==> src/verilog/seq_pkg.sv <==
// ====================
// sequencer package
// unit codes, status codes, widths and table size
// ====================
`default_nettype none

package seq_pkg;

    // table geometry
    localparam int num_slots  = 8;
    localparam int slot_idx_w = 3;
    localparam int count_w    = 4;

    // instruction field widths
    // the immediate uses the register index width
    localparam int reg_idx_w = 5;
    localparam int op_w      = 4;
    localparam int data_w    = 32;

    // unit codes
    localparam int fu_w = 3;
    localparam logic [fu_w-1:0] fu_none = 3'd0;
    localparam logic [fu_w-1:0] fu_valu = 3'd1;
    localparam logic [fu_w-1:0] fu_vmul = 3'd2;

    // entry status codes with 2 left unused
    localparam int st_w = 3;
    localparam logic [st_w-1:0] st_empty = 3'd0;
    localparam logic [st_w-1:0] st_wait  = 3'd1;
    localparam logic [st_w-1:0] st_exec  = 3'd3;
    localparam logic [st_w-1:0] st_write = 3'd4;

endpackage

`default_nettype wire

==> src/verilog/fu_lane.sv <==
// ====================
// functional-unit lane
// picks, dispatches and holds one instruction until writeback
// ====================
`timescale 1ns/1ps
`default_nettype none

module fu_lane #(
    parameter logic [seq_pkg::fu_w-1:0] lane_fu = seq_pkg::fu_valu
) (
    input  logic                             clk,
    input  logic                             nrst,
    input  logic [seq_pkg::fu_w-1:0]         slot_fu      [seq_pkg::num_slots],
    input  logic [seq_pkg::st_w-1:0]         slot_status  [seq_pkg::num_slots],
    input  logic [seq_pkg::op_w-1:0]         slot_op      [seq_pkg::num_slots],
    input  logic [seq_pkg::reg_idx_w-1:0]    slot_src_a   [seq_pkg::num_slots],
    input  logic [seq_pkg::reg_idx_w-1:0]    slot_src_b   [seq_pkg::num_slots],
    input  logic                             slot_use_imm [seq_pkg::num_slots],
    input  logic [seq_pkg::reg_idx_w-1:0]    slot_imm     [seq_pkg::num_slots],
    input  logic [seq_pkg::reg_idx_w-1:0]    slot_dest    [seq_pkg::num_slots],
    input  logic                             slot_clear   [seq_pkg::num_slots],
    output logic                             dispatch,
    output logic [seq_pkg::slot_idx_w-1:0]   dispatch_slot,
    output logic                             written,
    output logic                             start,
    output logic [seq_pkg::op_w-1:0]         op,
    output logic [seq_pkg::reg_idx_w-1:0]    fj,
    output logic [seq_pkg::reg_idx_w-1:0]    fk,
    output logic [seq_pkg::reg_idx_w-1:0]    imm,
    output logic [seq_pkg::reg_idx_w-1:0]    fi,
    input  logic                             done,
    input  logic [seq_pkg::data_w-1:0]       result,
    output logic                             wb_req,
    output logic [seq_pkg::reg_idx_w-1:0]    wb_dest,
    output logic [seq_pkg::data_w-1:0]       wb_data,
    input  logic                             retire
);
    import seq_pkg::*;

    logic                  pend;
    logic                  exec;
    logic                  busy;
    logic                  pick_hit;
    logic [slot_idx_w-1:0] pick_idx;
    logic                  take;

    // oldest waiting entry of this unit
    always_comb begin
        pick_hit = 1'b0;
        pick_idx = '0;
        for (int i = num_slots - 1; i >= 0; i--) begin
            if (slot_fu[i] == lane_fu && slot_status[i] == st_wait) begin
                pick_hit = 1'b1;
                pick_idx = slot_idx_w'(i);
            end
        end
    end

    assign busy = pend || exec || wb_req;
    assign take = !busy && pick_hit && slot_clear[pick_idx];

    // entry stays st_wait until the start cycle, so the pick still points at it
    assign dispatch      = start;
    assign dispatch_slot = pick_idx;
    assign written       = exec && done;
    assign wb_dest       = fi;

    always_ff @(posedge clk) begin
        if (!nrst) begin
            pend   <= 1'b0;
            exec   <= 1'b0;
            start  <= 1'b0;
            wb_req <= 1'b0;
        end else begin
            start <= 1'b0;
            if (take) begin
                pend <= 1'b1;
            end
            if (pend) begin
                pend  <= 1'b0;
                start <= 1'b1;
                exec  <= 1'b1;
            end
            if (written) begin
                exec   <= 1'b0;
                wb_req <= 1'b1;
            end
            if (retire) begin
                wb_req <= 1'b0;
            end
        end
    end

    // operands held until retire
    always_ff @(posedge clk) begin
        if (take) begin
            op  <= slot_op[pick_idx];
            fj  <= slot_src_a[pick_idx];
            fk  <= slot_use_imm[pick_idx] ? '0 : slot_src_b[pick_idx];
            imm <= slot_use_imm[pick_idx] ? slot_imm[pick_idx] : '0;
            fi  <= slot_dest[pick_idx];
        end
        if (written) begin
            wb_data <= result;
        end
    end

endmodule

`default_nettype wire

==> src/verilog/instr_status_table.sv <==
// ====================
// instruction status table
// in-order entries with hazard flags and compaction on retire
// ====================
`timescale 1ns/1ps
`default_nettype none

module instr_status_table (
    input  logic                             clk,
    input  logic                             nrst,
    input  logic                             instr_valid,
    output logic                             instr_ready,
    input  logic [seq_pkg::fu_w-1:0]         instr_fu,
    input  logic [seq_pkg::op_w-1:0]         instr_op,
    input  logic [seq_pkg::reg_idx_w-1:0]    instr_src_a,
    input  logic [seq_pkg::reg_idx_w-1:0]    instr_src_b,
    input  logic                             instr_use_imm,
    input  logic [seq_pkg::reg_idx_w-1:0]    instr_imm,
    input  logic [seq_pkg::reg_idx_w-1:0]    instr_dest,
    input  logic                             alu_dispatch,
    input  logic [seq_pkg::slot_idx_w-1:0]   alu_dispatch_slot,
    input  logic                             mul_dispatch,
    input  logic [seq_pkg::slot_idx_w-1:0]   mul_dispatch_slot,
    input  logic                             alu_written,
    input  logic                             mul_written,
    input  logic                             alu_retire,
    input  logic                             mul_retire,
    output logic [seq_pkg::fu_w-1:0]         slot_fu      [seq_pkg::num_slots],
    output logic [seq_pkg::st_w-1:0]         slot_status  [seq_pkg::num_slots],
    output logic [seq_pkg::op_w-1:0]         slot_op      [seq_pkg::num_slots],
    output logic [seq_pkg::reg_idx_w-1:0]    slot_src_a   [seq_pkg::num_slots],
    output logic [seq_pkg::reg_idx_w-1:0]    slot_src_b   [seq_pkg::num_slots],
    output logic                             slot_use_imm [seq_pkg::num_slots],
    output logic [seq_pkg::reg_idx_w-1:0]    slot_imm     [seq_pkg::num_slots],
    output logic [seq_pkg::reg_idx_w-1:0]    slot_dest    [seq_pkg::num_slots],
    output logic                             slot_clear   [seq_pkg::num_slots]
);
    import seq_pkg::*;

    logic [count_w-1:0]    count;
    logic [st_w-1:0]       status_nxt [num_slots];
    logic [fu_w-1:0]       retire_fu;
    logic                  rm_hit;
    logic [slot_idx_w-1:0] rm_idx;
    logic [slot_idx_w-1:0] wr_idx;
    logic                  instr_fire;

    assign instr_ready = (count < count_w'(num_slots));
    assign instr_fire  = instr_valid && instr_ready;
    // append lands after the shift
    assign wr_idx      = slot_idx_w'(count - count_w'(rm_hit));

    // the retiring unit owns exactly one st_write entry
    assign retire_fu = alu_retire ? fu_valu : fu_vmul;

    always_comb begin
        rm_hit = 1'b0;
        rm_idx = '0;
        for (int i = num_slots - 1; i >= 0; i--) begin
            if ((alu_retire || mul_retire) && slot_status[i] == st_write &&
                slot_fu[i] == retire_fu) begin
                rm_hit = 1'b1;
                rm_idx = slot_idx_w'(i);
            end
        end
    end

    // status changes, then shift, then append
    always_comb begin
        for (int i = 0; i < num_slots; i++) begin
            status_nxt[i] = slot_status[i];
            if (slot_status[i] == st_exec) begin
                if ((alu_written && slot_fu[i] == fu_valu) ||
                    (mul_written && slot_fu[i] == fu_vmul)) begin
                    status_nxt[i] = st_write;
                end
            end
        end
        if (alu_dispatch) begin
            status_nxt[alu_dispatch_slot] = st_exec;
        end
        if (mul_dispatch) begin
            status_nxt[mul_dispatch_slot] = st_exec;
        end
        if (rm_hit) begin
            for (int i = 0; i < num_slots - 1; i++) begin
                if (i >= int'(rm_idx)) begin
                    status_nxt[i] = status_nxt[i + 1];
                end
            end
            status_nxt[num_slots - 1] = st_empty;
        end
        if (instr_fire) begin
            status_nxt[wr_idx] = st_wait;
        end
    end

    always_ff @(posedge clk) begin
        if (!nrst) begin
            count <= '0;
            for (int i = 0; i < num_slots; i++) begin
                slot_status[i] <= st_empty;
            end
        end else begin
            count       <= count - count_w'(rm_hit) + count_w'(instr_fire);
            slot_status <= status_nxt;
        end
    end

    // payload follows the same shift and append
    always_ff @(posedge clk) begin
        for (int i = 0; i < num_slots - 1; i++) begin
            if (rm_hit && i >= int'(rm_idx)) begin
                slot_fu[i]      <= slot_fu[i + 1];
                slot_op[i]      <= slot_op[i + 1];
                slot_src_a[i]   <= slot_src_a[i + 1];
                slot_src_b[i]   <= slot_src_b[i + 1];
                slot_use_imm[i] <= slot_use_imm[i + 1];
                slot_imm[i]     <= slot_imm[i + 1];
                slot_dest[i]    <= slot_dest[i + 1];
            end
        end
        if (instr_fire) begin
            slot_fu[wr_idx]      <= instr_fu;
            slot_op[wr_idx]      <= instr_op;
            slot_src_a[wr_idx]   <= instr_src_a;
            slot_src_b[wr_idx]   <= instr_src_b;
            slot_use_imm[wr_idx] <= instr_use_imm;
            slot_imm[wr_idx]     <= instr_imm;
            slot_dest[wr_idx]    <= instr_dest;
        end
    end

    // raw check against every older entry still in the table
    always_comb begin
        for (int i = 0; i < num_slots; i++) begin
            slot_clear[i] = 1'b1;
            for (int j = 0; j < i; j++) begin
                if (slot_status[j] != st_empty &&
                    (slot_dest[j] == slot_src_a[i] ||
                     (!slot_use_imm[i] && slot_dest[j] == slot_src_b[i]))) begin
                    slot_clear[i] = 1'b0;
                end
            end
        end
    end

endmodule

`default_nettype wire

==> src/verilog/vec_sequencer.sv <==
// ====================
// vector sequencer top
// status table, alu and multiplier lanes, writeback arbiter
// ====================
`timescale 1ns/1ps
`default_nettype none

module vec_sequencer (
    input  logic                          clk,
    input  logic                          nrst,
    input  logic                          instr_valid,
    output logic                          instr_ready,
    input  logic [seq_pkg::fu_w-1:0]      instr_fu,
    input  logic [seq_pkg::op_w-1:0]      instr_op,
    input  logic [seq_pkg::reg_idx_w-1:0] instr_src_a,
    input  logic [seq_pkg::reg_idx_w-1:0] instr_src_b,
    input  logic                          instr_use_imm,
    input  logic [seq_pkg::reg_idx_w-1:0] instr_imm,
    input  logic [seq_pkg::reg_idx_w-1:0] instr_dest,
    output logic                          alu_start,
    output logic [seq_pkg::op_w-1:0]      alu_op,
    output logic [seq_pkg::reg_idx_w-1:0] alu_fj,
    output logic [seq_pkg::reg_idx_w-1:0] alu_fk,
    output logic [seq_pkg::reg_idx_w-1:0] alu_imm,
    output logic [seq_pkg::reg_idx_w-1:0] alu_fi,
    input  logic                          alu_done,
    input  logic [seq_pkg::data_w-1:0]    alu_result,
    output logic                          mul_start,
    output logic [seq_pkg::op_w-1:0]      mul_op,
    output logic [seq_pkg::reg_idx_w-1:0] mul_fj,
    output logic [seq_pkg::reg_idx_w-1:0] mul_fk,
    output logic [seq_pkg::reg_idx_w-1:0] mul_imm,
    output logic [seq_pkg::reg_idx_w-1:0] mul_fi,
    input  logic                          mul_done,
    input  logic [seq_pkg::data_w-1:0]    mul_result,
    output logic                          reg_wr_valid,
    output logic [seq_pkg::reg_idx_w-1:0] reg_wr_addr,
    output logic [seq_pkg::data_w-1:0]    reg_wr_data,
    input  logic                          reg_wr_ready
);
    import seq_pkg::*;

    // table view shared by both lanes
    logic [fu_w-1:0]      slot_fu      [num_slots];
    logic [st_w-1:0]      slot_status  [num_slots];
    logic [op_w-1:0]      slot_op      [num_slots];
    logic [reg_idx_w-1:0] slot_src_a   [num_slots];
    logic [reg_idx_w-1:0] slot_src_b   [num_slots];
    logic                 slot_use_imm [num_slots];
    logic [reg_idx_w-1:0] slot_imm     [num_slots];
    logic [reg_idx_w-1:0] slot_dest    [num_slots];
    logic                 slot_clear   [num_slots];

    logic                  alu_dispatch;
    logic [slot_idx_w-1:0] alu_dispatch_slot;
    logic                  alu_written;
    logic                  alu_wb_req;
    logic [reg_idx_w-1:0]  alu_wb_dest;
    logic [data_w-1:0]     alu_wb_data;
    logic                  alu_retire;
    logic                  mul_dispatch;
    logic [slot_idx_w-1:0] mul_dispatch_slot;
    logic                  mul_written;
    logic                  mul_wb_req;
    logic [reg_idx_w-1:0]  mul_wb_dest;
    logic [data_w-1:0]     mul_wb_data;
    logic                  mul_retire;

    instr_status_table instr_status_table_i (
        .clk, .nrst,
        .instr_valid, .instr_ready, .instr_fu, .instr_op, .instr_src_a,
        .instr_src_b, .instr_use_imm, .instr_imm, .instr_dest,
        .alu_dispatch, .alu_dispatch_slot, .mul_dispatch, .mul_dispatch_slot,
        .alu_written, .mul_written, .alu_retire, .mul_retire,
        .slot_fu, .slot_status, .slot_op, .slot_src_a, .slot_src_b,
        .slot_use_imm, .slot_imm, .slot_dest, .slot_clear
    );

    fu_lane #(.lane_fu(fu_valu)) alu_lane_i (
        .clk, .nrst,
        .slot_fu, .slot_status, .slot_op, .slot_src_a, .slot_src_b,
        .slot_use_imm, .slot_imm, .slot_dest, .slot_clear,
        .dispatch(alu_dispatch), .dispatch_slot(alu_dispatch_slot), .written(alu_written),
        .start(alu_start), .op(alu_op), .fj(alu_fj), .fk(alu_fk), .imm(alu_imm),
        .fi(alu_fi), .done(alu_done), .result(alu_result),
        .wb_req(alu_wb_req), .wb_dest(alu_wb_dest), .wb_data(alu_wb_data),
        .retire(alu_retire)
    );

    fu_lane #(.lane_fu(fu_vmul)) mul_lane_i (
        .clk, .nrst,
        .slot_fu, .slot_status, .slot_op, .slot_src_a, .slot_src_b,
        .slot_use_imm, .slot_imm, .slot_dest, .slot_clear,
        .dispatch(mul_dispatch), .dispatch_slot(mul_dispatch_slot), .written(mul_written),
        .start(mul_start), .op(mul_op), .fj(mul_fj), .fk(mul_fk), .imm(mul_imm),
        .fi(mul_fi), .done(mul_done), .result(mul_result),
        .wb_req(mul_wb_req), .wb_dest(mul_wb_dest), .wb_data(mul_wb_data),
        .retire(mul_retire)
    );

    wb_arbiter wb_arbiter_i (
        .clk, .nrst,
        .alu_req(alu_wb_req), .alu_dest(alu_wb_dest), .alu_data(alu_wb_data),
        .mul_req(mul_wb_req), .mul_dest(mul_wb_dest), .mul_data(mul_wb_data),
        .reg_wr_valid, .reg_wr_addr, .reg_wr_data, .reg_wr_ready,
        .alu_retire, .mul_retire
    );

endmodule

`default_nettype wire

==> src/verilog/wb_arbiter.sv <==
// ====================
// writeback arbiter
// alternates the two lanes onto one register write port
// ====================
`timescale 1ns/1ps
`default_nettype none

module wb_arbiter (
    input  logic                          clk,
    input  logic                          nrst,
    input  logic                          alu_req,
    input  logic [seq_pkg::reg_idx_w-1:0] alu_dest,
    input  logic [seq_pkg::data_w-1:0]    alu_data,
    input  logic                          mul_req,
    input  logic [seq_pkg::reg_idx_w-1:0] mul_dest,
    input  logic [seq_pkg::data_w-1:0]    mul_data,
    output logic                          reg_wr_valid,
    output logic [seq_pkg::reg_idx_w-1:0] reg_wr_addr,
    output logic [seq_pkg::data_w-1:0]    reg_wr_data,
    input  logic                          reg_wr_ready,
    output logic                          alu_retire,
    output logic                          mul_retire
);
    logic lock;
    logic grant_mul;
    logic turn_mul;
    logic sel_mul;
    logic xfer;

    // a stalled write keeps its grant
    always_comb begin
        if (lock) begin
            sel_mul = grant_mul;
        end else if (alu_req && mul_req) begin
            sel_mul = turn_mul;
        end else begin
            sel_mul = mul_req;
        end
    end

    assign reg_wr_valid = alu_req || mul_req;
    assign reg_wr_addr  = sel_mul ? mul_dest : alu_dest;
    assign reg_wr_data  = sel_mul ? mul_data : alu_data;
    assign xfer         = reg_wr_valid && reg_wr_ready;
    assign alu_retire   = xfer && !sel_mul;
    assign mul_retire   = xfer && sel_mul;

    always_ff @(posedge clk) begin
        if (!nrst) begin
            lock      <= 1'b0;
            grant_mul <= 1'b0;
            turn_mul  <= 1'b0;
        end else if (xfer) begin
            // loser goes first next time
            lock     <= 1'b0;
            turn_mul <= !sel_mul;
        end else if (reg_wr_valid) begin
            lock      <= 1'b1;
            grant_mul <= sel_mul;
        end
    end

endmodule

`default_nettype wire

==> config.mk <==
export PLATFORM = sky130hd
export DESIGN_NAME = vec_sequencer
export DESIGN_NICKNAME = d
export VERILOG_FILES = /design/src/verilog/seq_pkg.sv /design/src/verilog/fu_lane.sv /design/src/verilog/instr_status_table.sv /design/src/verilog/vec_sequencer.sv /design/src/verilog/wb_arbiter.sv
export SDC_FILE = /design/constraint.sdc
export NUM_CORES = 1
export LEC_CHECK = 0
export BUFFER_PORTS_ARGS = -buffer_cell sky130_fd_sc_hd__buf_2
export CORE_ASPECT_RATIO = 1.2
export CORE_MARGIN = 3
export CORE_UTILIZATION = 50
export DETAILED_ROUTE_END_ITERATION = 16
export GPL_ROUTABILITY_DRIVEN = 0
export PLACE_DENSITY = 0.69
export SYNTH_ARGS = -nofsm -noshare
export SYNTH_HDL_FRONTEND = slang
export SYNTH_SLANG_ARGS = --single-unit
==> constraint.sdc <==
create_clock -name clk -period 11.5 [get_ports clk]
set_input_delay 1.725 -clock clk [delete_from_list [all_inputs] [get_ports clk]]
set_output_delay 1.725 -clock clk [all_outputs]
set_load 0.01 [all_outputs]
==> impl_metrics.py <==
metrics = {
    "cts": {
        "cts_buffers": 37,
        "clk_pin_slew_worst_paths_ps": 60,
        "cts_resized": 0,
        "clkLatencyLatePin_ps": 550,
        "cts-root-buf": "clkbuf_16",
        "cts.sinks": 375,
        "cts_hold_buf": 0,
        "postCtsSetupBuffers": 0,
        "cts_tree": "done",
        "htree_levels": 2,
        "clock_path_buffers": 3,
    },
    "cells_and_area": {
        "final_cells": 3151,
        "multi_input_area_mm2": 0.0125,
        "layout.nets": 2664,
        "layout-drive-gt1-share_pct": 13.9,
        "area_delta_synth_final_pct": 9.99,
        "seq_area_mm2": 0.00891,
        "nFillCells": 3919,
    },
    "yosys": {
        "synth.most_common_cell": "nand2_1",
        "yosysSeqAreaShare_pct": 39.9,
        "ys_ff_latch": 375,
        "synth_area_mm2": 0.0223,
        "synth_enable_flop_cells": 140,
        "synth_top_cell_by_area": "dfxtp_1",
        "syn_inst": 2548,
        "yosysTopAreaCellShare_pct": 21.1,
        "synth_cell_type_count": 70,
        "netlist_top_cells_count": "412 x nand2_1, 237 x mux2i_1, 235 x dfxtp_1, 223 x a21oi_1, 159 x clkbuf_1",
        "synth_async_sr_flop_share_pct": 0,
        "synthFlopType": "dfxtp_1",
        "yosysWarnings": 0,
        "yosys-top-cells-area": "dfxtp_1 21%, edfxtp_1 19%, mux2i_1 11%",
        "syn_avg_cell_area_um2": 8.76,
        "syn_nets": 2649,
    },
    "power_and_ir_drop": {
        "power.share.sequential_pct": 48.2,
        "powerDensity_mw_per_mm2": 168,
        "switching_share_pct": 34.6,
        "combPwrFrac_pct": 23.2,
        "internal_power_mw": 2.70,
        "power_switching_mw": 1.42,
        "p_clk_share_pct": 28.6,
        "ir_drop_v": 0.0000796,
        "p_leak_nw": 9.56,
    },
    "worst_setup_path": {
        "max_stage_delay_ps": 1020,
        "reg2reg_from": "mul_lane_i.wb_req",
        "cp.arrival_ps": 5630,
        "critPathKind": "in -> reg",
        "start_kind": "input port",
        "path_common_cell": "nand2_1",
        "reg2reg_depth": 12,
        "slowest_stage": "nor2_4",
        "crit_family": "simple AND/OR/NAND/NOR gates",
        "crit_chain": "buf_2, nand2_1, nor3_1, nor4_4, buf_4, and2_1, inv_1, ha_1, nand2_1, xnor2_1, nand2_1, nor2_4",
        "required_ps": 11640,
        "crit_cells": 12,
        "crit_start": "reg_wr_ready",
        "reg2reg_setup_slack_ps": 6060,
        "cp_max_fo": 36,
        "cp_num_buf_inv": 3,
        "cp-end-kind": "register",
    },
    "outcome": {
        "status": "complete, no violations",
    },
    "detailed_routing": {
        "vias_per_cell": 6.30,
        "wirelength_mm": 75.1,
        "firstDrtPassIters": 6,
        "avgRoutedWirePerCell_um": 23.8,
        "vias": 19900,
        "ant_nets": 0,
        "drcViolationCount": 0,
        "drt-initial-drc-count": 1968,
    },
    "sta": {
        "fmax_mhz": 182,
        "fin_crit_ps": 5480,
        "final-hold-violation-count": 0,
        "rsz0062_at_grt": "no",
        "relSlewSlack_pct": 5.63,
        "setup_viol": 0,
        "slew_violations": 0,
        "fin_setup_tns_ps": 0,
        "period_share_pct": 47.7,
        "clock_skew_ps": 20.7,
        "worst-slew-pin-transition_ps": 1400,
    },
    "grt": {
        "grt_pass1_vias": 18700,
        "grt_first_pass_wirelength_mm": 112,
        "track_usage_pct": 30.6,
        "gr-total-overflow": 0,
        "grt_max_degree": 98,
        "antenna_found_initial": 2,
    },
    "floorplan": {
        "io_pins": 187,
        "dieWidth_um": 199,
        "initial_core_util_pct": 50.8,
        "die_area_mm2": 0.0472,
        "coreArea_mm2": 0.0439,
        "die_h_um": 237,
        "rows": 84,
    },
    "placement": {
        "io_buffers": 186,
        "dp.cells": 3083,
        "dp_hpwl_mm": 47.7,
    },
    "job": {
        "max-cap-violations": 0,
    },
    "hold_path": {
        "hold_class": "reg -> reg",
    },
}
layout by cell type, fill, tap and decap left out, types with 14 or more instances in the layout:
master     instances
nand2_1          411
xor2_1           149
clkbuf_16         39
nor2b_1           29
nand4_1           37
a22o_1            21
or4_1             28
nor2_1           128
a31oi_1           18
a211oi_1          14
nor3_1            30
mux2_2            43
mux2i_1          237
o22ai_1           16
nor4_1            43
buf_2            186
dfxtp_1          235
a22oi_1           16
a21oi_1          223
o21ai_0          128
buf_4             40
xnor2_1          136
edfxtp_1         140
inv_1             14
nand3_1           36
metal layers:
| metal | track usage (%) | vias to the layer above | part of all wire [%] |
|---|---|---|---|
| li1 | - | 8995 | - |
| met1 | 38.5 | 9361 | 39 |
| met2 | 49.1 | 1176 | 45 |
| met3 | 6.01 | 332 | 10 |
| met4 | 17.6 | 0 | 6.8 |
| met5 | 0 | - | 0 |
tightest hold or removal path, stage by stage, from the launching register on:
cell	delay [ps]
dfxtp_1	320
mux2i_1	70
nor2_1	70
how the worst min path moves through the flow:
stage	start	end	depth (start not counted)
5_1_grt	wb_arbiter_i.grant_mul	wb_arbiter_i.grant_mul	2
6_report	wb_arbiter_i.grant_mul	wb_arbiter_i.grant_mul	2
3_3_place_gp	wb_arbiter_i.turn_mul	wb_arbiter_i.turn_mul	2
4_1_cts	wb_arbiter_i.grant_mul	wb_arbiter_i.grant_mul	2
2_1_floorplan	alu_lane_i.pend	alu_lane_i.pend	1
3_5_place_dp	wb_arbiter_i.grant_mul	wb_arbiter_i.grant_mul	2
cells by family (layout without fill, tap and decap cells):
logic type               Yosys count  in the layout  share of synthesized area (%)
multiplexers                     280            280                           12.8
AND/OR/NAND/NOR                  829            829                           17.4
flip-flops                       375            375                           39.9
other                              0              1                              0
XOR/XNOR                         285            285                           11.2
adder cells (fa/ha/maj)            3              3                          0.168
buffers and inverters            264            307                           4.79
AO/OA/AOI/OAI                    512            512                           13.7
layout make-up:
class / count / share of cell area [%]
clock inverter: 16 / 0.367
clock buffer: 51 / 4.32
sequential: 375 / 36.3
multi-input combinational: 1909 / 50.9
timing repair buffer: 226 / 5.02
antenna: 1 / 0.0102
tap: 559 / 2.85
inverter: 14 / 0.214
registers in the layout, indices dropped and copies added (netlist names), 4 cells and up, named ones only:
name                               count
instr_status_table_i.slot_dest        35
instr_status_table_i.slot_imm         35
instr_status_table_i.slot_src_a       35
instr_status_table_i.slot_src_b       35
alu_lane_i.wb_data                    32
mul_lane_i.wb_data                    32
instr_status_table_i.slot_op          28
instr_status_table_i.slot_status      24
instr_status_table_i.slot_fu          21
instr_status_table_i.slot_use_imm      7
alu_lane_i.fi                          5
alu_lane_i.fj                          5
alu_lane_i.fk                          5
alu_lane_i.imm                         5
mul_lane_i.fi                          5
mul_lane_i.fj                          5
mul_lane_i.fk                          5
mul_lane_i.imm                         5
alu_lane_i.op                          4
instr_status_table_i.count             4
mul_lane_i.op                          4
power by group through the flow:
stage                     logic [mW]  clock network [mW]  registers, mW
final                          0.957                1.18           1.98
after floorplan                0.901                   0           1.71
after CTS                      0.947                1.19           1.97
after global routing            1.05                1.24           2.00
after detailed placement       0.940                   0           1.99
after global placement         0.904                   0           1.99
stage by stage:
stage | power (mW) | util [%] | area (um^2) | hold slack [ps] | setup slack, ps
detailed placement | 2.93 | 53.2 | 23400 | 493 | 5550
global placement | 2.89 | 53.2 | 23400 | 474 | 5760
finish | 4.12 | 55.9 | 24500 | 504 | 6020
floorplan | 2.61 | - | 22300 | 421 | 6300
global route | 4.29 | 55.9 | 24500 | 530 | 5760
CTS | 4.11 | 55.9 | 24500 | 508 | 6100
(Power assumes the default switching activity.)
